==> src/logic/linkPkg.sv <==
`default_nettype none

package linkPkg;

	// ------------------------------------------------------------
	// Serial line
	// ------------------------------------------------------------
	localparam int ClocksPerBit = 8;	// Clock cycles per UART bit
	localparam int ByteWidth = 8;

	// ------------------------------------------------------------
	// Command frame, sent MSB first over the line
	// ------------------------------------------------------------
	localparam int CmdBytes = 7;
	localparam int CmdWidth = CmdBytes * ByteWidth;
	localparam int RespBytes = 4;	// One read word, LSB first

	typedef enum logic [ByteWidth-1:0] {
		OpWrite = 8'h00,
		OpRead = 8'h02
	} opcode_t;

	// First byte on the line lands in op
	typedef struct packed {
		logic [ByteWidth-1:0] op;
		logic [ByteWidth-1:0] addr;
		logic [4*ByteWidth-1:0] data;
		logic [ByteWidth-1:0] count;
	} cmdWord_t;

endpackage

`default_nettype wire

==> src/logic/storePkg.sv <==
`default_nettype none

package storePkg;

	// Block store geometry
	localparam int AddrWidth = 8;
	localparam int Depth = 1 << AddrWidth;	// 256 blocks
	localparam int WordWidth = 32;

	typedef logic [AddrWidth-1:0] addr_t;	// Wraps modulo Depth
	typedef logic [WordWidth-1:0] word_t;

endpackage

`default_nettype wire

==> src/logic/storeIf.sv <==
`default_nettype none

interface storeIf import storePkg::*; ();

	addr_t addr;	// Shared by reads and writes
	logic wrEn;
	word_t wrData;
	logic rdEn;	// Never high together with wrEn
	word_t rdData;	// Valid the cycle after rdEn

	// Command engine side
	modport engine (
		output addr,
		output wrEn,
		output wrData,
		output rdEn,
		input rdData
	);

	// Memory side
	modport store (
		input addr,
		input wrEn,
		input wrData,
		input rdEn,
		output rdData
	);

endinterface

`default_nettype wire

==> src/logic/cmdEngine.sv <==
`default_nettype none

module cmdEngine import linkPkg::*, storePkg::*; (
	input wire logic sys_clk_p,
	input wire logic rstN,
	input wire cmdWord_t cmd,
	input wire logic cmdValid,
	output logic cmdReady,
	output word_t resp,
	output logic respValid,
	input wire logic respReady,
	storeIf.engine mem
);
	typedef enum logic [2:0] {Idle, Write, ReadIssue, ReadWait, Respond} state_t;

	state_t state;
	logic [ByteWidth-1:0] blocksLeft;
	addr_t curAddr;
	word_t curData;
	word_t respWord;
	logic lastBlock;

	// ------------------------------------------------------------
	// Outputs straight from the state
	// ------------------------------------------------------------
	assign cmdReady = (state == Idle);
	assign respValid = (state == Respond);
	assign resp = respWord;

	assign mem.addr = curAddr;
	assign mem.wrData = curData;
	assign mem.wrEn = (state == Write);
	assign mem.rdEn = (state == ReadIssue);

	assign lastBlock = (blocksLeft == ByteWidth'(1));

	// ------------------------------------------------------------
	// Sequencer
	// ------------------------------------------------------------
	always_ff @(posedge sys_clk_p) begin
		if (!rstN) begin
			state <= Idle;
			blocksLeft <= '0;
		end else begin
			case (state)
				Idle: if (cmdValid) begin
					blocksLeft <= cmd.count;
					if (cmd.count == '0)
						state <= Idle;	// Nothing to do
					else begin
						case (cmd.op)
							OpWrite: state <= Write;
							OpRead: state <= ReadIssue;
							default: state <= Idle;	// Unknown opcode dropped
						endcase
					end
				end
				Write: begin	// One block per cycle
					blocksLeft <= blocksLeft - 1'b1;
					if (lastBlock)
						state <= Idle;
				end
				ReadIssue: state <= ReadWait;
				ReadWait: state <= Respond;
				Respond: if (respReady) begin
					blocksLeft <= blocksLeft - 1'b1;
					state <= lastBlock ? Idle : ReadIssue;
				end
				default: state <= Idle;
			endcase
		end
	end

	// Address, data and response word
	always_ff @(posedge sys_clk_p) begin
		case (state)
			Idle: if (cmdValid) begin
				curAddr <= cmd.addr;
				curData <= cmd.data;
			end
			Write: begin
				curAddr <= curAddr + 1'b1;	// Wraps modulo Depth
				curData <= curData + 1'b1;
			end
			ReadIssue: curAddr <= curAddr + 1'b1;
			ReadWait: respWord <= mem.rdData;	// Store data valid now
			default: ;
		endcase
	end

endmodule

`default_nettype wire

==> src/flat_wrapper.sv <==
// flat-port wrapper written by rule: the top's interface ports become plain ports
module cmdEngine_flat import linkPkg::*, storePkg::*;
  (sys_clk_p, rstN, cmd, cmdValid, cmdReady, resp, respValid, respReady, mem_addr, mem_wrEn, mem_wrData, mem_rdEn, mem_rdData);
  storeIf mem_i ();
  input wire logic sys_clk_p;
  input wire logic rstN;
  input wire cmdWord_t cmd;
  input wire logic cmdValid;
  output logic cmdReady;
  output word_t resp;
  output logic respValid;
  input wire logic respReady;
  output wire logic [$bits(mem_i.addr)-1:0] mem_addr;
  output wire logic [$bits(mem_i.wrEn)-1:0] mem_wrEn;
  output wire logic [$bits(mem_i.wrData)-1:0] mem_wrData;
  output wire logic [$bits(mem_i.rdEn)-1:0] mem_rdEn;
  input wire logic [$bits(mem_i.rdData)-1:0] mem_rdData;
  assign mem_addr = mem_i.addr;
  assign mem_wrEn = mem_i.wrEn;
  assign mem_wrData = mem_i.wrData;
  assign mem_rdEn = mem_i.rdEn;
  assign mem_i.rdData = mem_rdData;
  cmdEngine u_core (.sys_clk_p(sys_clk_p), .rstN(rstN), .cmd(cmd), .cmdValid(cmdValid), .cmdReady(cmdReady), .resp(resp), .respValid(respValid), .respReady(respReady), .mem(mem_i));
endmodule
==> config.mk <==
export PLATFORM = sky130hd
export DESIGN_NAME = cmdEngine_flat
export DESIGN_NICKNAME = d
export VERILOG_FILES = /design/src/logic/linkPkg.sv /design/src/logic/storePkg.sv /design/src/logic/storeIf.sv /design/src/logic/cmdEngine.sv /design/src/flat_wrapper.sv
export SDC_FILE = /design/constraint.sdc
export NUM_CORES = 1
export LEC_CHECK = 0
export ABC_AREA = 1
export BUFFER_PORTS_ARGS = -buffer_cell sky130_fd_sc_hd__buf_2
export CAP_MARGIN = 20
export CORE_ASPECT_RATIO = 1.1
export CORE_UTILIZATION = 40
export CTS_BUF_LIST = sky130_fd_sc_hd__clkbuf_8
export CTS_CLUSTER_SIZE = 16
export DETAILED_ROUTE_END_ITERATION = 10
export PLACE_DENSITY = 0.68
export SYNTH_ARGS = -nofsm -noshare
export SYNTH_HDL_FRONTEND = slang
export SYNTH_SLANG_ARGS = --single-unit
==> constraint.sdc <==
create_clock -name sys_clk_p -period 3.1 [get_ports sys_clk_p]
set_clock_uncertainty 0.1 [all_clocks]
set_input_delay 0.155 -clock sys_clk_p [delete_from_list [all_inputs] [get_ports sys_clk_p]]
set_output_delay 0.155 -clock sys_clk_p [all_outputs]
set_load 0.02 [all_outputs]
After elaboration in Yosys (flattened, before gate mapping)
Cells that the tools add are included.

Multiplexer cells: 14. Add/subtract/negate cells: 3. Reduce and logical (&&, ||, !) cells: 11. Eq/ne operators: 9.

Operator list (number): 32-bit one-hot mux with 2 select lines (1); 32-bit by 1-bit adder with 32-bit output, second input constant (1); 32-bit two-way mux (1); 8-bit two-way mux (3); 8-bit one-hot mux with 3 select lines (1); 8-bit logical NOT (2); 8-bit one-hot mux with 2 select lines (1); 3-bit one-hot mux with 5 select lines (1); 3-bit two-way mux (4); 8-bit by 1-bit adder with 8-bit output, second input constant (1); 8-bit by 1-bit equality test with 1-bit output, second input constant (1); 8-bit by 2-bit equality test with 1-bit output, second input constant (1); 8-bit by 1-bit subtractor with 8-bit output, second input constant (1); 3-bit by 2-bit equality test with 1-bit output, second input constant (2); 3-bit AND reduction (2); 2-bit by 1-bit != test with 1-bit output, second input constant (2); 2-bit one-hot mux with 2 select lines (1); 2-bit AND reduction (2); 2-bit nonzero test (2); 3-bit by 1-bit equality test with 1-bit output, second input constant (1); 3-bit equality test, second input constant (1); 3-bit logical NOT (1); 3-bit nonzero test (1); 2-bit two-way mux (1); other kinds (2) (2).

Register bits after elaboration: 83. Output and inout port bits: 76. Input bits: 92.

Logic depth before layout (Yosys ltp)
Word-level depth: 5. Depth in mapped cells: 10. Mapped depth without buffers: 10.

Worst setup path before layout
No wires, ideal clock.

Kind: register to register. Start point: register u_core.state[1]. End point: register u_core.respWord[0], in the netlist u_core.resp[0], enable pin. Period minus slack after synthesis: 3279 ps. Required time: 2537 ps. Stages on the path, launching flop included: 3. Setup slack: -179 ps. Arrival time: 2716 ps. Path through: dfxtp_1 -> inv_1 -> nor3_1.

Cells in the longest elaborated chain, start to end: 1.

Ends and longest elaborated chain: from (decl) (RTL line cmdEngine.sv:16) `state_t state;`; from (signal assigned) (RTL line cmdEngine.sv:42) `state <= Idle;`; from (signal assigned) (RTL line cmdEngine.sv:49) `state <= Idle;`; from (signal assigned) (RTL line cmdEngine.sv:52) `OpWrite: state <= Write;`; 3-bit by 2-bit equality test with 1-bit output (RTL line cmdEngine.sv:76) `case (state)`; to (signal assigned) (RTL line cmdEngine.sv:86) `ReadWait: respWord <= mem.rdData;`; to (decl) (RTL line cmdEngine.sv:20) `word_t respWord;`.

No other way between the ends. A chain may end at the register's enable or synchronous reset.

Worst setup path in the final report
Start point: register u_core.state[2]. End point: output mem_wrEn.

Cells in the longest elaborated chain, start to end: 1.

Ends and longest elaborated chain: 3-bit by 1-bit equality test with 1-bit output (RTL line cmdEngine.sv:32) `assign mem.wrEn = (state == Write);`; to (decl) (RTL line flat_wrapper.sv:14) `output wire logic [$bits(mem_i.wrEn)-1:0] mem_wrEn;`.

No other way between the ends.

==> results.ini <==
[detailed_routing]
drt_pre_antenna_iters = 5
drt-initial-drc-count = 140
wire_per_inst_um = 13.3
drt-total-wl_um = 12600
dr_total_vias = 4455
avgViaCountPerCell = 4.70
drcViolationCount = 0
drt.antenna.violating_nets = 0

[pwr]
leakage_nw = 2.93
max-vdd-ir-drop_v = 0.000268
power_density_nw_per_um2 = 388

[finish]
final-instance-count-excl-fill = 948
filler_cell_count_in_the_final_layout = 1011
area_delta_synth_final_pct = 43.2
diodes = 0
num-nets-final = 892
drive_gt1_share_pct = 25.7

[clock_network]
numClockSinks = 83
cts-root-to-sink-buffers = 2
clkTransAtPathRegs_ns = 0.09
tritoncts = yes
postCtsSetupBuffers = 0
htree_levels = 3
ctsRootBufferMaster = sky130_fd_sc_hd__clkbuf_8
tritoncts_buffers = 9
clock_latency_ns = 0.37

[worst_setup_path]
r2r_setup_slack_ns = 1.33
cp_slowest_cell = sky130_fd_sc_hd__inv_1
critical_path_cell_sequence = nor2_2, nand2_2, inv_1, buf_2
critical-path-max-stage-delay_ns = 0.53
path_max_fanout = 21
ff2ff_path_depth = 8
cp-endpoint = mem_wrEn
source_of_the_worst_register_to_register_timing_path = u_core.mem.wrData[0]$_DFFE_PP_
timing.rr.end = u_core.mem.wrData[18]$_DFFE_PP_
cp.required_ns = 2.84
timing_worst_setup_path_type = register to output pin
endpoint_kind = output pin
timing.critical_path.from_type = register
setup.worst_path.start = u_core.state[2]$_SDFFE_PN0P_
endpoint_arrival_time_on_the_critical_path_ns = 1.91

[sta]
max_freq_mhz = 462
setup-tns-final_ns = 0
timing_worst_slew_pin_value_ns = 0.685
final-max-slew-violation-count = 0
grt_setup_unrepaired = false
period_share_pct = 69.9
setup_violations = 0
maxSlewHeadroom_pct = 54.3
finalCriticalPeriod_ns = 2.17
timing_hold_violations_final = 0

[yosys]
yosys-top-cells-area = sky130_fd_sc_hd__edfxtp_1 (48%), sky130_fd_sc_hd__nand2_1 (18%), sky130_fd_sc_hd__nor2_1 (5.8%), sky130_fd_sc_hd__dfxtp_1 (4.9%), sky130_fd_sc_hd__inv_1 (3.7%)
yosys_warnings = 0
ys_seq_elements = 83
synthesis.instances = 551
post-synth-top-area-fraction_pct = 48.1
post_synth.cell_area_avg_um2 = 8.16
synth.largest_area_cell = sky130_fd_sc_hd__edfxtp_1
seq_area_frac_synth_pct = 53.0
synth_nets = 647
synth.cell_area_um2 = 4490
synth_cell_type_count = 24

[placed_design]
place.gp.congestion = 0.962
dp_hpwl_um = 9130
placed_cells = 859
buffer_ports.inserted = 167

[floorplanning]
chipWidth_um = 103
io-pin-count = 168
die_area_um2 = 11700
die_h_um = 113
initial_utilization_pct = 41.2
coreArea_um2 = 10900
rows = 40

[outcome]
run_status = finished clean

[global_route]
first_pass_grt_wire_length_um = 19900
first_global_vias = 4399
grt_antenna_before_repair = 0
grt_max_degree = 45
grt.total_usage_pct = 22.5
grt.overflow.total = 0

[hold_path]
holdCritPathClass = input port to register

[run]
max_cap_viol_count = 0

[metal layers]
layer  vias up  part of all wire, %  track usage [%]
li1       2264                    -                -
met1      2033                   40             24.1
met2       132                   53             42.4
met3        26                  4.7             4.01
met5         -                    0                0
met4         0                  2.5             9.20
[worst max-delay path: cells and delay by family, from the launching register on]
family	cells	cell delay (ns)
buffers and inverters	2	0.82
DFF	1	0.40
and+or+nand+nor	2	0.33
[flip-flops by register name, summed over array words and instances, names as in the netlist]
signal             cells
u_core.blocksLeft      8
u_core.mem.addr        8
u_core.mem.wrData     32
u_core.resp           32
u_core.state           3
[synthesized netlist by cell type]
master                       n
sky130_fd_sc_hd__xor2_1     15
sky130_fd_sc_hd__nand3_2     1
sky130_fd_sc_hd__nand2_1   221
sky130_fd_sc_hd__o21ai_0    17
sky130_fd_sc_hd__nor2_4      2
sky130_fd_sc_hd__nand3b_1   15
sky130_fd_sc_hd__inv_2       1
sky130_fd_sc_hd__nand4_1     2
sky130_fd_sc_hd__nor2_2      9
sky130_fd_sc_hd__dfxtp_1    11
sky130_fd_sc_hd__buf_2       8
sky130_fd_sc_hd__xnor2_1     6
sky130_fd_sc_hd__nand3_1    25
sky130_fd_sc_hd__buf_4       1
sky130_fd_sc_hd__edfxtp_1   72
sky130_fd_sc_hd__clkinv_1    1
sky130_fd_sc_hd__nor2_1     70
sky130_fd_sc_hd__a21oi_1     8
sky130_fd_sc_hd__ha_1        4
sky130_fd_sc_hd__nand2_2     5
sky130_fd_sc_hd__nor3_1      3
sky130_fd_sc_hd__inv_1      44
sky130_fd_sc_hd__o21ai_1     9
sky130_fd_sc_hd__nor3_2      1
[metrics by stage]
step	util [%]	setup slack [ns]	power [W]	hold WS, ns	cell area (µm²)
3_5_place_dp	50.4	1.32	0.00161	0.233	5500
2_1_floorplan	-	0.820	0.00148	0.154	4500
5_1_grt	59.0	0.793	0.00260	0.0694	6440
4_1_cts	59.0	0.905	0.00252	0.0355	6440
3_3_place_gp	50.4	1.38	0.00160	0.232	5500
6_report	59.0	0.933	0.00249	0.0639	6440
[cell families (layout without fill, tap and decap cells)]
family / after synthesis / after routing / share of synthesized area, %
AOI/OAI and AO/OA: 34 / 34 / 3.79
xor gates and xnor gates: 21 / 21 / 4.09
adders and majority gates: 4 / 4 / 1.11
buffers and inverters: 55 / 305 / 4.90
DFF: 83 / 83 / 53.0
and+or+nand+nor: 354 / 354 / 33.1
[worst min path at each step]
stage	to	depth (start not counted)	start	slack, ns
after floorplan	u_core.resp[0]$_DFFE_PP_	0	mem_rdData[0]	0.15
after detailed placement	u_core.resp[2]$_DFFE_PP_	1	mem_rdData[2]	0.23
final	u_core.blocksLeft[1]$_SDFFE_PN0P_	5	cmd[1]	0.06
after global placement	u_core.resp[19]$_DFFE_PP_	1	mem_rdData[19]	0.23
after global routing	u_core.state[2]$_SDFFE_PN0P_	3	respReady	0.07
after CTS	u_core.state[2]$_SDFFE_PN0P_	3	respReady	0.04
[power by group]
group          switching (W)  leakage (nW)  total [W]  internal (W)
Combinational       0.000181          2.05   0.000358      0.000177
Sequential         0.0000423         0.769    0.00130       0.00126
Clock               0.000450         0.107   0.000838      0.000389
Total               0.000673          2.93    0.00249       0.00182
[layout by cell type, fill, tap and decap left out, types with 3 or more instances in the layout]
cell type,count
sky130_fd_sc_hd__o21ai_0,17
sky130_fd_sc_hd__inv_6,4
sky130_fd_sc_hd__buf_2,167
sky130_fd_sc_hd__a21oi_1,8
sky130_fd_sc_hd__o21ai_1,9
sky130_fd_sc_hd__nor2_1,70
sky130_fd_sc_hd__nand2_1,221
sky130_fd_sc_hd__nand3b_1,15
sky130_fd_sc_hd__dlygate4sd3_1,73
sky130_fd_sc_hd__buf_4,3
sky130_fd_sc_hd__nand3_1,25
sky130_fd_sc_hd__xnor2_1,6
sky130_fd_sc_hd__nand2_2,5
sky130_fd_sc_hd__ha_1,4
sky130_fd_sc_hd__xor2_1,15
sky130_fd_sc_hd__clkbuf_8,9
sky130_fd_sc_hd__inv_1,44
sky130_fd_sc_hd__nor2_2,9
sky130_fd_sc_hd__edfxtp_1,72
sky130_fd_sc_hd__dfxtp_1,11
[area by class of cell]
| class | instances | area [µm²] | share of cell area, % |
|---|---|---|---|
| Timing Repair Buffer | 243 | 1590 | 24.7 |
| Multi-Input combinational cell | 413 | 1900 | 29.6 |
| Sequential cell | 83 | 2380 | 37.0 |
| Tap cell | 147 | 184 | 2.86 |
| Inverter | 46 | 173 | 2.68 |
| Clock buffer | 9 | 124 | 1.92 |
| Clock inverter | 7 | 81.3 | 1.26 |
[timing repair]
item                       4_1_cts  5_1_grt
setup endpoints to repair        0        0
hold buffers                    73        0
gates resized for setup          0        0
hold endpoints to repair        74        0
No activity file was read; power rests on OpenSTA's default activity.
