--- src/logic/shiftRound.sv ---
`default_nettype none

module shiftRound #(
	parameter int InWidth = 8,
	parameter int OutWidth = 56,
	parameter bit MsbFirst = 1'b1
) (
	input wire logic sys_clk_p,
	input wire logic rstN,
	input wire logic [InWidth-1:0] inData,
	input wire logic inValid,
	output logic inReady,
	output logic [OutWidth-1:0] outData,
	output logic outValid,
	input wire logic outReady
);

	generate
		if (OutWidth > InWidth) begin : genPack
			// ------------------------------------------------------------
			// Narrow beats in, one wide word out
			// ------------------------------------------------------------
			typedef logic [$clog2(OutWidth / InWidth)-1:0] beat_t;

			logic [OutWidth-1:0] wordBuf;
			beat_t beatCnt;
			logic full;

			assign inReady = !full;	// Refuse beats only while the word waits
			assign outValid = full;
			assign outData = wordBuf;

			always_ff @(posedge sys_clk_p) begin
				if (!rstN) begin
					full <= 1'b0;
					beatCnt <= '0;
				end else if (inValid && inReady) begin
					if (beatCnt == beat_t'(OutWidth / InWidth - 1)) begin
						beatCnt <= '0;
						full <= 1'b1;
					end else
						beatCnt <= beatCnt + 1'b1;
				end else if (outValid && outReady)
					full <= 1'b0;
			end

			always_ff @(posedge sys_clk_p) begin
				if (inValid && inReady)
					wordBuf <= MsbFirst ? {wordBuf[OutWidth-InWidth-1:0], inData}
						: {inData, wordBuf[OutWidth-1:InWidth]};
			end
		end else begin : genUnpack
			// ------------------------------------------------------------
			// One wide word in, narrow beats out
			// ------------------------------------------------------------
			typedef logic [$clog2(InWidth / OutWidth)-1:0] beat_t;

			logic [InWidth-1:0] wordBuf;
			beat_t beatCnt;
			logic busy;

			assign inReady = !busy;
			assign outValid = busy;
			assign outData = MsbFirst ? wordBuf[InWidth-1 -: OutWidth] : wordBuf[OutWidth-1:0];

			always_ff @(posedge sys_clk_p) begin
				if (!rstN) begin
					busy <= 1'b0;
					beatCnt <= '0;
				end else if (inValid && inReady) begin
					busy <= 1'b1;
					beatCnt <= '0;
				end else if (outValid && outReady) begin
					beatCnt <= beatCnt + 1'b1;
					if (beatCnt == beat_t'(InWidth / OutWidth - 1))
						busy <= 1'b0;	// Last beat taken
				end
			end

			always_ff @(posedge sys_clk_p) begin
				if (inValid && inReady)
					wordBuf <= inData;
				else if (outValid && outReady)
					wordBuf <= MsbFirst ? (wordBuf << OutWidth) : (wordBuf >> OutWidth);
			end
		end
	endgenerate

endmodule

`default_nettype wire

--- config.mk ---
export PLATFORM = sky130hd
export DESIGN_NAME = shiftRound
export DESIGN_NICKNAME = d
export VERILOG_FILES = /design/src/logic/shiftRound.sv
export SDC_FILE = /design/constraint.sdc
export NUM_CORES = 1
export LEC_CHECK = 0
export BUFFER_PORTS_ARGS = -buffer_cell sky130_fd_sc_hd__buf_2
export CAP_MARGIN = 20
export CORE_UTILIZATION = 42
export CTS_BUF_LIST = sky130_fd_sc_hd__clkbuf_8 sky130_fd_sc_hd__clkbuf_16
export CTS_CLUSTER_SIZE = 24
export DETAILED_ROUTE_END_ITERATION = 8
export GPL_ROUTABILITY_DRIVEN = 0
export PLACE_DENSITY = 0.73
export SYNTH_ARGS = -nofsm -noshare
export SYNTH_HDL_FRONTEND = slang
export SYNTH_SLANG_ARGS = --single-unit
--- constraint.sdc ---
create_clock -name sys_clk_p -period 1.8 [get_ports sys_clk_p]
set_input_delay 0.36 -clock sys_clk_p [delete_from_list [all_inputs] [get_ports sys_clk_p]]
set_output_delay 0.36 -clock sys_clk_p [all_outputs]
set_load 0.01 [all_outputs]
Word-level counts from Yosys, hierarchy flattened --
Index checks and enable logic that the tools add are counted.
Operators by class: add/sub/neg operators 1, equality and inequality tests 2, muxes and demuxes 4, reductions and logical operators 5
Operators by type and width (count):
- adder 3 x 1 -> 3 bit (second input constant) | 1
- == test 3 bit (second input constant) | 1
- 2-to-1 mux 1 bit | 3
- 2-to-1 mux 3 bit | 1
- logical AND 1 bit | 2
- inequality test 2 bit (second input constant) | 1
- AND reduction 2 bit | 1
- nonzero test 2 bit | 1
- zero test 1 bit | 1
Storage, ports and cells: register bits after elaboration 60, input port bits 12, output and inout port bits 58, logic and storage cells 15

Logic depth before layout (Yosys ltp) --
Gate-level depths: netlist of run 1.
word-level depth 4, gate-level depth with buffers 4, depth with buffers taken out 3

Worst setup path after synthesis of run 1 --
Ideal clock, no wire load.
path kind input -> register, start point input inValid, end point register genPack.beatCnt[1], library setup time 116 ps, arrival 1744 ps, data required time 1684 ps, path slack -60 ps, stages 4, buffers on the path 1, cells stage by stage nor2b_1 clkbuf_2 o21ai_0 a31o_1
Between the ends: cells in the longest elaborated chain, start to end 1
RTL lines:
- start: declaration | line 11 | input wire logic inValid,
- logical AND 1 bit | line 37 | end else if (inValid && inReady) begin
- end signal: assignment | line 42 | beatCnt <= beatCnt + 1'b1;
- end: declaration | line 26 | beat_t beatCnt;
No other way between the ends. A chain may end at the register's enable or synchronous reset.

Worst setup path after layout of run 1 --
start point register genPack.full, in the netlist outValid, end point output inReady
Between the ends: cells in the longest elaborated chain, start to end 1
RTL lines:
- start: declaration | line 27 | logic full;
- start signal: assignment | line 35 | full <= 1'b0;
- start signal: assignment | line 40 | full <= 1'b1;
- start signal: assignment | line 44 | full <= 1'b0;
- zero test 1 bit | line 29 | assign inReady = !full;
- end: declaration | line 12 | output logic inReady,
No other way between the ends.

==> results of run 1 <==
## layout make-up
class / instances / area (um^2)
flip-flops and latches: 60 / 1762
fillers: 318 / 1667
repair buffers: 71 / 372.9
clock buffers: 9 / 123.9
multi-input cells: 11 / 81.33
well taps: 50 / 62.56
clock inverters: 7 / 35.03
inverters: 3 / 11.26
## metrics by stage
stage | power, mW | instance area [um^2] | std cells | utilization [%] | worst slack [ps]
2_1_floorplan | 1.736 | 1854 | 75 | - | 283.1
3_3_place_gp | 1.826 | 2290 | 195 | 55.64 | 471.3
3_5_place_dp | 1.834 | 2290 | 195 | 55.64 | 447.6
4_1_cts | 2.794 | 2449 | 211 | 59.50 | 513.8
5_1_grt | 2.875 | 2449 | 211 | 59.50 | 468.3
6_report | 2.749 | 2449 | 211 | 59.50 | 538.6
## cell usage in the layout, fill, tap and decap left out
master | netlist | final
sky130_fd_sc_hd__dfxtp_1 | 4 | 4
sky130_fd_sc_hd__buf_12 | 0 | 1
sky130_fd_sc_hd__nand3b_1 | 1 | 1
sky130_fd_sc_hd__clkinvlp_4 | 0 | 2
sky130_fd_sc_hd__a31o_1 | 1 | 1
sky130_fd_sc_hd__nor2b_4 | 0 | 1
sky130_fd_sc_hd__and4b_1 | 1 | 1
sky130_fd_sc_hd__o32ai_1 | 1 | 1
sky130_fd_sc_hd__clkbuf_8 | 0 | 9
sky130_fd_sc_hd__clkinv_2 | 0 | 1
sky130_fd_sc_hd__buf_2 | 0 | 69
sky130_fd_sc_hd__o21ai_0 | 1 | 1
sky130_fd_sc_hd__clkinv_1 | 0 | 3
sky130_fd_sc_hd__a31oi_1 | 1 | 1
sky130_fd_sc_hd__buf_4 | 0 | 1
sky130_fd_sc_hd__inv_1 | 3 | 4
sky130_fd_sc_hd__a211oi_1 | 1 | 1
sky130_fd_sc_hd__o22ai_1 | 1 | 1
sky130_fd_sc_hd__nand2_1 | 2 | 2
sky130_fd_sc_hd__edfxtp_1 | 56 | 56
## registers in the layout, indices dropped and copies added, names as in the netlist
| signal | cells |
|---|---|
| outData | 56 |
| genPack.beatCnt | 3 |
| outValid | 1 |
## cells in the mapped netlist (all sizes together)
library cell	number	share of area (%)
a31oi	1	0.34
edfxtp	56	91
a211oi	1	0.41
inv	3	0.61
o22ai	1	0.34
o21ai	1	0.27
nand2	2	0.41
nand3b	1	0.41
a31o	1	0.47
clkbuf	1	0.27
o32ai	1	0.47
dfxtp	4	4.3
nor2b	1	0.34
and4b	1	0.54
## final timing paths
path	endpoint	slack, ps	depth (start not counted)
max	inReady	540	2
min	outData[5]	210	1
max reg2reg	outData[29]	580	2
min reg2reg	outData[14]	440	0
## per-layer routing
metal | track usage [%] | share of wire (%) | vias up
met2 | 19.49 | 45 | 62
met1 | 15.73 | 41 | 455
li1 | - | - | 464
met5 | 0 | 0 | -
met3 | 6.500 | 10 | 9
met4 | 12.50 | 3.2 | 0
## cells by family after synthesis
logic type	count (synthesis)	synth area share, %
flip-flops	60	95.14
AND/OR/NAND/NOR	5	1.690
AO/OA/AOI/OAI	6	2.298
buffers and inverters	4	0.8781
## power breakdown
group          switching, mW  internal [mW]
Clock                  0.472          0.476
Sequential            0.0332           1.61
Combinational         0.0910         0.0639
==> results_dict.tcl, run 1 <==
set metrics [dict create \
    critical_path.max_fanout 3 \
    cts_buffers 9 \
    critPathCaptureType "output port" \
    seq_area_frac_synth_pct 95.14 \
    clkSlewWorstSetupHoldPaths_ps 60 \
    share_of_cells_above_drive_strength_1_pct 52.17 \
    route.antenna.remaining_nets 0 \
    tightest_slew_ps 381.8 \
    post_cts_resize_count 0 \
    wirelength_mm 2.837 \
    port_buffers 69 \
    first_pass_grt_wire_length_mm 4.250 \
    drv_cap 0 \
    via_count 990 \
    critical_path.startpoint_type "register" \
    worst_ep_required_time_ps 1440 \
    clock_latency_ps 320 \
    area_delta_synth_final_pct 32.23 \
    timing.critical_path.cells "inv_1, buf_2" \
    die_w_um 68.40 \
    outcome "complete, no violations" \
    critical_path_buf_inv_count 2 \
    postCtsSetupBuffers 0 \
    static_leakage_power_nw 0.9850 \
    fp.coreArea_um2 4115 \
    avg_inst_size_synth_um2 24.69 \
    worst-setup-path-type "reg2out" \
    syn-instance-count 75 \
    io_pins 70 \
    cpLargestDelayFamily "flip-flops" \
    cpPeakStageDelay_ps 380 \
    fmax_ghz 0.7927 \
    start_util_pct 45.00 \
    max_slew_margin_pct 74.55 \
    cts-root-buf "sky130_fd_sc_hd__clkbuf_8" \
    syn_area_um2 1852 \
    route.detailed.vias_per_inst 4.692 \
    number_of_library_cell_types_mapped_by_synthesis 14 \
    setup_viol 0 \
    route.detailed.drc 0 \
    row_count 23 \
    drtIter0Drc 82 \
    floorplan.die_area_um2 4679 \
    hold_violations 0 \
    grt_antenna_before_repair 0 \
    finish.net_count 168 \
    grt_setup_unrepaired "false" \
    slowest_cell_on_the_critical_path "sky130_fd_sc_hd__dfxtp_1" \
    grt_pass1_vias 952 \
    insertedDiodeCount 0 \
    grt_start_max_net_pins 33 \
    clock_sinks 60 \
    worstSetupStartpoint "outValid" \
    globalRouteOverflowTotal 0 \
    critPathArrivalTime_ps 900 \
    cts.hold.buffers_added 0 \
    detail_route.wl_per_cell_um 13.45 \
    fin_crit_ps 1261 \
    fin_worst_hold_slack_ps 209.9 \
    yosysWarnings 0 \
    rr_startpoint "outValid" \
    firstDrtPassIters 4 \
    cts.path.max_buffers 2 \
    power.density_nw_per_um2 1123 \
    die_y_um 68.40 \
    cts_tree "done" \
    final.period_utilization_pct 70.08 \
    global_route.usage.total_pct 13.94 \
    hold_start "inData[5]" \
    setup_tns_ps 0 \
    hp-class "in2reg" \
    synth-seq-cells 60 \
    timing_max_transition_violations_final 0 \
    number_of_nets_produced_by_synthesis 87 \
    cts-htree-levels 3 \
    ir_drop_uv 632.6 \
    clock-skew-final_ps 4.062 \
]
(Power assumes the default switching activity.)
==> run 2, diff against run 1 <==
--- a/config.mk
+++ b/config.mk
@@ -5,14 +5,15 @@
 export SDC_FILE = /design/constraint.sdc
 export NUM_CORES = 1
 export LEC_CHECK = 0
+export ABC_AREA = 1
 export BUFFER_PORTS_ARGS = -buffer_cell sky130_fd_sc_hd__buf_2
 export CAP_MARGIN = 20
-export CORE_UTILIZATION = 42
+export CORE_UTILIZATION = 45
 export CTS_BUF_LIST = sky130_fd_sc_hd__clkbuf_8 sky130_fd_sc_hd__clkbuf_16
 export CTS_CLUSTER_SIZE = 24
 export DETAILED_ROUTE_END_ITERATION = 8
 export GPL_ROUTABILITY_DRIVEN = 0
-export PLACE_DENSITY = 0.73
+export PLACE_DENSITY = 0.74
 export SYNTH_ARGS = -nofsm -noshare
 export SYNTH_HDL_FRONTEND = slang
 export SYNTH_SLANG_ARGS = --single-unit
==> constraint.sdc (replaced) <==
create_clock -name sys_clk_p -period 1.25 [get_ports sys_clk_p]
set_input_delay 0.25 -clock sys_clk_p [delete_from_list [all_inputs] [get_ports sys_clk_p]]
set_output_delay 0.25 -clock sys_clk_p [all_outputs]
set_load 0.01 [all_outputs]
==> results_dict.tcl, run 2 <==
set metrics [dict create \
    fmax_ghz 0.8780 \
    yosysWarnings 0 \
    cts_tree "done" \
    syn-instance-count 85 \
    mostFrequentLayoutCell "sky130_fd_sc_hd__buf_2" \
    cpLargestDelayFamily "flip-flops" \
    critical_path.startpoint_type "register" \
    cts-htree-levels 3 \
    cpPeakStageDelay_ps 370 \
    number_of_nets_produced_by_synthesis 97 \
    cts_buffers 9 \
    die_y_um 66.65 \
    max_slew_margin_pct 85.69 \
    fillCellCount 300 \
    share_of_cells_above_drive_strength_1_pct 53.76 \
    clkSlewWorstSetupHoldPaths_ps 60 \
    avg_inst_size_synth_um2 22.12 \
    hold_violations 0 \
    detail_route.wl_per_cell_um 13.37 \
    setup_tns_ps 0 \
    layout_common_cells "sky130_fd_sc_hd__buf_2 (69), sky130_fd_sc_hd__edfxtp_1 (56), sky130_fd_sc_hd__clkbuf_8 (9), sky130_fd_sc_hd__nand2_1 (7), sky130_fd_sc_hd__inv_1 (6)" \
    grt_pass1_vias 1010 \
    fin_worst_hold_slack_ps 96.45 \
    grt_start_max_net_pins 32 \
    grt_antenna_before_repair 0 \
    static_leakage_power_nw 1.058 \
    port_buffers 69 \
    power.share.sequential_pct 54.1 \
    drv_cap 0 \
    postCtsSetupBuffers 0 \
    post_cts_resize_count 0 \
    met3RoutedLength_um 282 \
    route.detailed.vias_per_inst 4.686 \
    wirelength_mm 2.982 \
    seq_area_frac_synth_pct 93.68 \
    netlist.area_leader.share_pct 89.42 \
    route.detailed.drc 0 \
    start_util_pct 47.01 \
    finish.net_count 180 \
    timing_max_transition_violations_final 0 \
    slowest_cell_on_the_critical_path "sky130_fd_sc_hd__dfxtp_2" \
    outcome "complete, no violations" \
    combinationalPowerShare_pct 5.5 \
    critPathArrivalTime_ps 890 \
    row_count 23 \
    fin_crit_ps 1139 \
    sw_frac_of_total_pct 19.77 \
    fp.coreArea_um2 4000 \
    critPathCaptureType "output port" \
    fraction_of_power_consumed_by_the_clock_network_pct 40.4 \
    floorplan.die_area_um2 4442 \
    met2RoutedLength_mm 1.443 \
    yosysMostFrequentCell "sky130_fd_sc_hd__edfxtp_1" \
    grt_setup_unrepaired "false" \
    setup_viol 0 \
    power_report.internal_total_mw 3.516 \
    first_pass_grt_wire_length_mm 4.498 \
    firstDrtPassIters 4 \
    cts.path.max_buffers 2 \
    primary_ff_master_synth "sky130_fd_sc_hd__edfxtp_1" \
    number_of_library_cell_types_mapped_by_synthesis 12 \
    tightest_slew_ps 213.2 \
    cts.hold.buffers_added 0 \
    worst_ep_required_time_ps 1000 \
    synth-async-reset-ratio_pct 0 \
    largest_register_ff_count 56 \
    wl_met1_mm 1.153 \
    synth_edf_count 56 \
    ir_drop_uv 1099 \
    route.top_layer_used "met4" \
    syn_area_um2 1881 \
    synth-seq-cells 60 \
    area_delta_synth_final_pct 35.73 \
    hp-class "in2reg" \
    synth.top_cells.by_area "sky130_fd_sc_hd__edfxtp_1 (89%), sky130_fd_sc_hd__dfxtp_1 (4.3%), sky130_fd_sc_hd__nand2_1 (1.4%)" \
    worst-setup-path-type "reg2out" \
    insertedDiodeCount 0 \
    cts-root-buf "sky130_fd_sc_hd__clkbuf_8" \
    final.period_utilization_pct 91.12 \
    route.antenna.remaining_nets 0 \
    netSwitchingPower_uw 866.3 \
    clock_sinks 60 \
    clock-skew-final_ps 4.873 \
    post-synth-top-area-cell "sky130_fd_sc_hd__edfxtp_1" \
    drtIter0Drc 62 \
    clock_latency_ps 320 \
    die_w_um 66.65 \
    r2r_slack_ps 220 \
    detailedPlacementHpwl_mm 2.123 \
    timing.critical_path.cells "inv_2, buf_2" \
    critical_path.max_fanout 4 \
    globalRouteOverflowTotal 0 \
    via_count 1045 \
    critical_path_buf_inv_count 2 \
    power.density_nw_per_um2 1717 \
    io_pins 70 \
    global_route.usage.total_pct 15.05 \
    synth.cells.most_frequent "sky130_fd_sc_hd__edfxtp_1 (56), sky130_fd_sc_hd__nand2_1 (7), sky130_fd_sc_hd__inv_1 (6)" \
]
[run 2: cell count changes in the layout (fill, tap and decap cells not counted), sizes merged, moves of 2 or more]
| cell | delta |
|---|---|
| nand2 | +5 |
| inv | +4 |
| nand3 | +3 |
| nor2 | +3 |
| a21oi | +2 |
| bufinv | +2 |
| clkinvlp | -2 |
[run 2: final cells by class]
type	count	area [um^2]	share of cell area [%]
sequential	60	1763	69.07
clock buffer	9	123.9	4.853
inverter	8	30.03	1.176
timing repair buffer	72	392.9	15.39
tap	50	62.56	2.451
multi-input combinational	17	98.84	3.873
clock inverter	7	81.33	3.186
[run 2: cell families after synthesis]
kind of cell / count (synthesis) / synth area share [%]
flip-flops: 60 / 93.68
AND/OR/NAND/NOR: 14 / 3.527
AO/OA/AOI/OAI: 3 / 1.198
buffers and inverters: 8 / 1.597
[run 2: path summary, 6_finish.rpt]
check,startpoint,to,cells after the start
max,outValid,inReady,2
min,inData[2],outData[2],1
max reg2reg,outValid,outData[52],2
min reg2reg,outData[23],outData[31],0
[run 2: power groups by stage]
stage	Combinational (mW)	Sequential [mW]	Clock, mW
2_1_floorplan	0.0468	2.46	0
3_3_place_gp	0.239	2.41	0
3_5_place_dp	0.246	2.41	0
4_1_cts	0.246	2.37	1.82
5_1_grt	0.263	2.38	1.90
6_report	0.242	2.37	1.77
[run 2: through the flow]
| step | instance area [um^2] | worst slack [ps] | cells | util (%) | power, mW |
|---|---|---|---|---|---|
| floorplan | 1892 | -387.5 | 85 | - | 2.508 |
| finish | 2552 | 111.0 | 223 | 63.81 | 4.382 |
| global placement | 2347 | 148.0 | 207 | 58.68 | 2.645 |
| detailed placement | 2347 | 121.2 | 207 | 58.68 | 2.661 |
| global route | 2552 | 70.24 | 223 | 63.81 | 4.548 |
| CTS | 2552 | 83.47 | 223 | 63.81 | 4.442 |
[run 2: per-layer routing]
metal | track usage [%] | up-vias
li1 | - | 479
met1 | 16.06 | 496
met2 | 23.11 | 60
met3 | 5.137 | 10
met4 | 14.10 | 0
met5 | 0 | -
==> run 3, diff against run 2 <==
==> config.mk (replaced) <==
export PLATFORM = sky130hd
export DESIGN_NAME = shiftRound
export DESIGN_NICKNAME = d
export VERILOG_FILES = /design/src/logic/shiftRound.sv
export SDC_FILE = /design/constraint.sdc
export NUM_CORES = 1
export LEC_CHECK = 0
export BUFFER_PORTS_ARGS = -buffer_cell sky130_fd_sc_hd__buf_2
export CAP_MARGIN = 20
export CORE_UTILIZATION = 40
export CTS_BUF_LIST = sky130_fd_sc_hd__clkbuf_8 sky130_fd_sc_hd__clkbuf_16
export CTS_CLUSTER_SIZE = 24
export DETAILED_ROUTE_END_ITERATION = 8
export GPL_ROUTABILITY_DRIVEN = 0
export PLACE_DENSITY = 0.67
export SYNTH_ARGS = -nofsm -noshare
export SYNTH_HDL_FRONTEND = slang
export SYNTH_SLANG_ARGS = --single-unit
==> constraint.sdc (replaced) <==
create_clock -name sys_clk_p -period 1.2 [get_ports sys_clk_p]
set_input_delay 0.24 -clock sys_clk_p [delete_from_list [all_inputs] [get_ports sys_clk_p]]
set_output_delay 0.24 -clock sys_clk_p [all_outputs]
set_load 0.01 [all_outputs]
==> results_dict.tcl, run 3 (same netlist as run 1, synthesis figures left out) <==
set metrics [dict create \
    fp.coreArea_um2 4414 \
    finish.net_count 169 \
    timing_max_transition_violations_final 0 \
    area_delta_synth_final_pct 36.69 \
    share_of_cells_above_drive_strength_1_pct 53.70 \
    wirelength_mm 2.963 \
    die_y_um 70.04 \
    max_slew_margin_pct 85.94 \
    r2r_slack_ps 120 \
    fin_crit_ps 1139 \
    insertedDiodeCount 0 \
    cts.path.max_buffers 2 \
    grt_setup_unrepaired "false" \
    row_count 24 \
    globalRouteOverflowTotal 0 \
    first_pass_grt_wire_length_mm 4.664 \
    cts_buffers 9 \
    critical_path.startpoint_type "register" \
    critPathCaptureType "output port" \
    clkSlewWorstSetupHoldPaths_ps 60 \
    worst_ep_required_time_ps 960 \
    hp-class "in2reg" \
    die_w_um 70.04 \
    worst-setup-path-type "reg2out" \
    final.period_utilization_pct 94.93 \
    grt_antenna_before_repair 0 \
    via_count 1005 \
    static_leakage_power_nw 1.031 \
    timing.critical_path.cells "buf_2" \
    setup_viol 0 \
    cts-htree-levels 3 \
    route.detailed.vias_per_inst 4.696 \
    critical_path_buf_inv_count 1 \
    clock_sinks 60 \
    clock_latency_ps 330 \
    fmax_ghz 0.8779 \
    grt_start_max_net_pins 41 \
    floorplan.die_area_um2 4906 \
    io_pins 70 \
    drtIter0Drc 52 \
    grt_pass1_vias 977 \
    layout_common_cells "sky130_fd_sc_hd__buf_2 (69), sky130_fd_sc_hd__edfxtp_1 (56), sky130_fd_sc_hd__clkbuf_8 (9), sky130_fd_sc_hd__inv_1 (4)" \
    cpLargestDelayFamily "flip-flops" \
    firstDrtPassIters 4 \
    power.density_nw_per_um2 1889 \
    drv_cap 0 \
    route.detailed.drc 0 \
    detail_route.wl_per_cell_um 13.85 \
    start_util_pct 41.95 \
    cpPeakStageDelay_ps 410 \
    largest_register_ff_count 56 \
    cts.hold.buffers_added 0 \
    route.antenna.remaining_nets 0 \
    slowest_cell_on_the_critical_path "sky130_fd_sc_hd__edfxtp_1" \
    clock-skew-final_ps 2.840 \
    mostFrequentLayoutCell "sky130_fd_sc_hd__buf_2" \
    hold_violations 0 \
    fin_worst_hold_slack_ps 84.83 \
    ir_drop_uv 1178 \
    setup_tns_ps 0 \
    outcome "complete, no violations" \
    tightest_slew_ps 210.3 \
    global_route.usage.total_pct 13.28 \
    cts-root-buf "sky130_fd_sc_hd__clkbuf_8" \
    cts_tree "done" \
    critPathArrivalTime_ps 900 \
    port_buffers 69 \
    critical_path.max_fanout 2 \
]
[run 3: cell count changes in the layout (fill, tap and decap cells not counted), sizes merged, moves of 2 or more]
cell,change
inv,-4
nand3,-3
nor2,-3
nand2,-5
clkinv,-2
a21oi,-2
[run 3: final timing paths]
kind,from,end,depth (start not counted)
hold / removal,inData[3],outData[3],1
setup / recovery,outData[11],outData[11],1
setup reg to reg,outValid,outData[7],2
hold reg to reg,outData[24],outData[32],0
[run 3: what timing repair did]
action | CTS | global route
resized for setup | 0 | 1
buffers inserted | 0 | 0
hold endpoints to repair | 0 | 0
endpoints found under the setup margin | 0 | 1
[run 3: final cells by class]
cell class,count,area [um^2]
Inverter,3,11.26
Clock buffer,9,123.9
Sequential cell,60,1763
Fill cell,350,1883
Tap cell,52,65.06
Clock inverter,7,106.4
Multi-Input combinational cell,11,81.33
Timing Repair Buffer,72,380.4
[run 3: stage by stage]
stage	power (mW)	instance area, um^2	util, %	setup WS [ps]	cells
2_1_floorplan	2.611	1874	-	20.19	75
3_3_place_gp	2.740	2300	52.10	134.4	198
3_5_place_dp	2.757	2300	52.10	95.87	198
4_1_cts	4.831	2530	57.31	14.86	214
5_1_grt	4.963	2531	57.34	2.820	214
6_report	4.782	2531	57.34	60.90	214
[run 3: metal layers]
| metal | GRT usage (%) | wire length (um) | up-vias |
|---|---|---|---|
| met5 | 0 | 0 | - |
| met4 | 4.667 | 25 | 0 |
| met3 | 10.53 | 363 | 5 |
| met2 | 21.15 | 1498 | 62 |
| met1 | 12.89 | 1076 | 475 |
| li1 | - | - | 463 |
[run 3: where the power goes]
part / total, mW / internal (mW) / switching, mW
registers: 2.47 / 2.42 / 0.0494
clock network: 2.08 / 1.35 / 0.724
logic: 0.237 / 0.0984 / 0.138
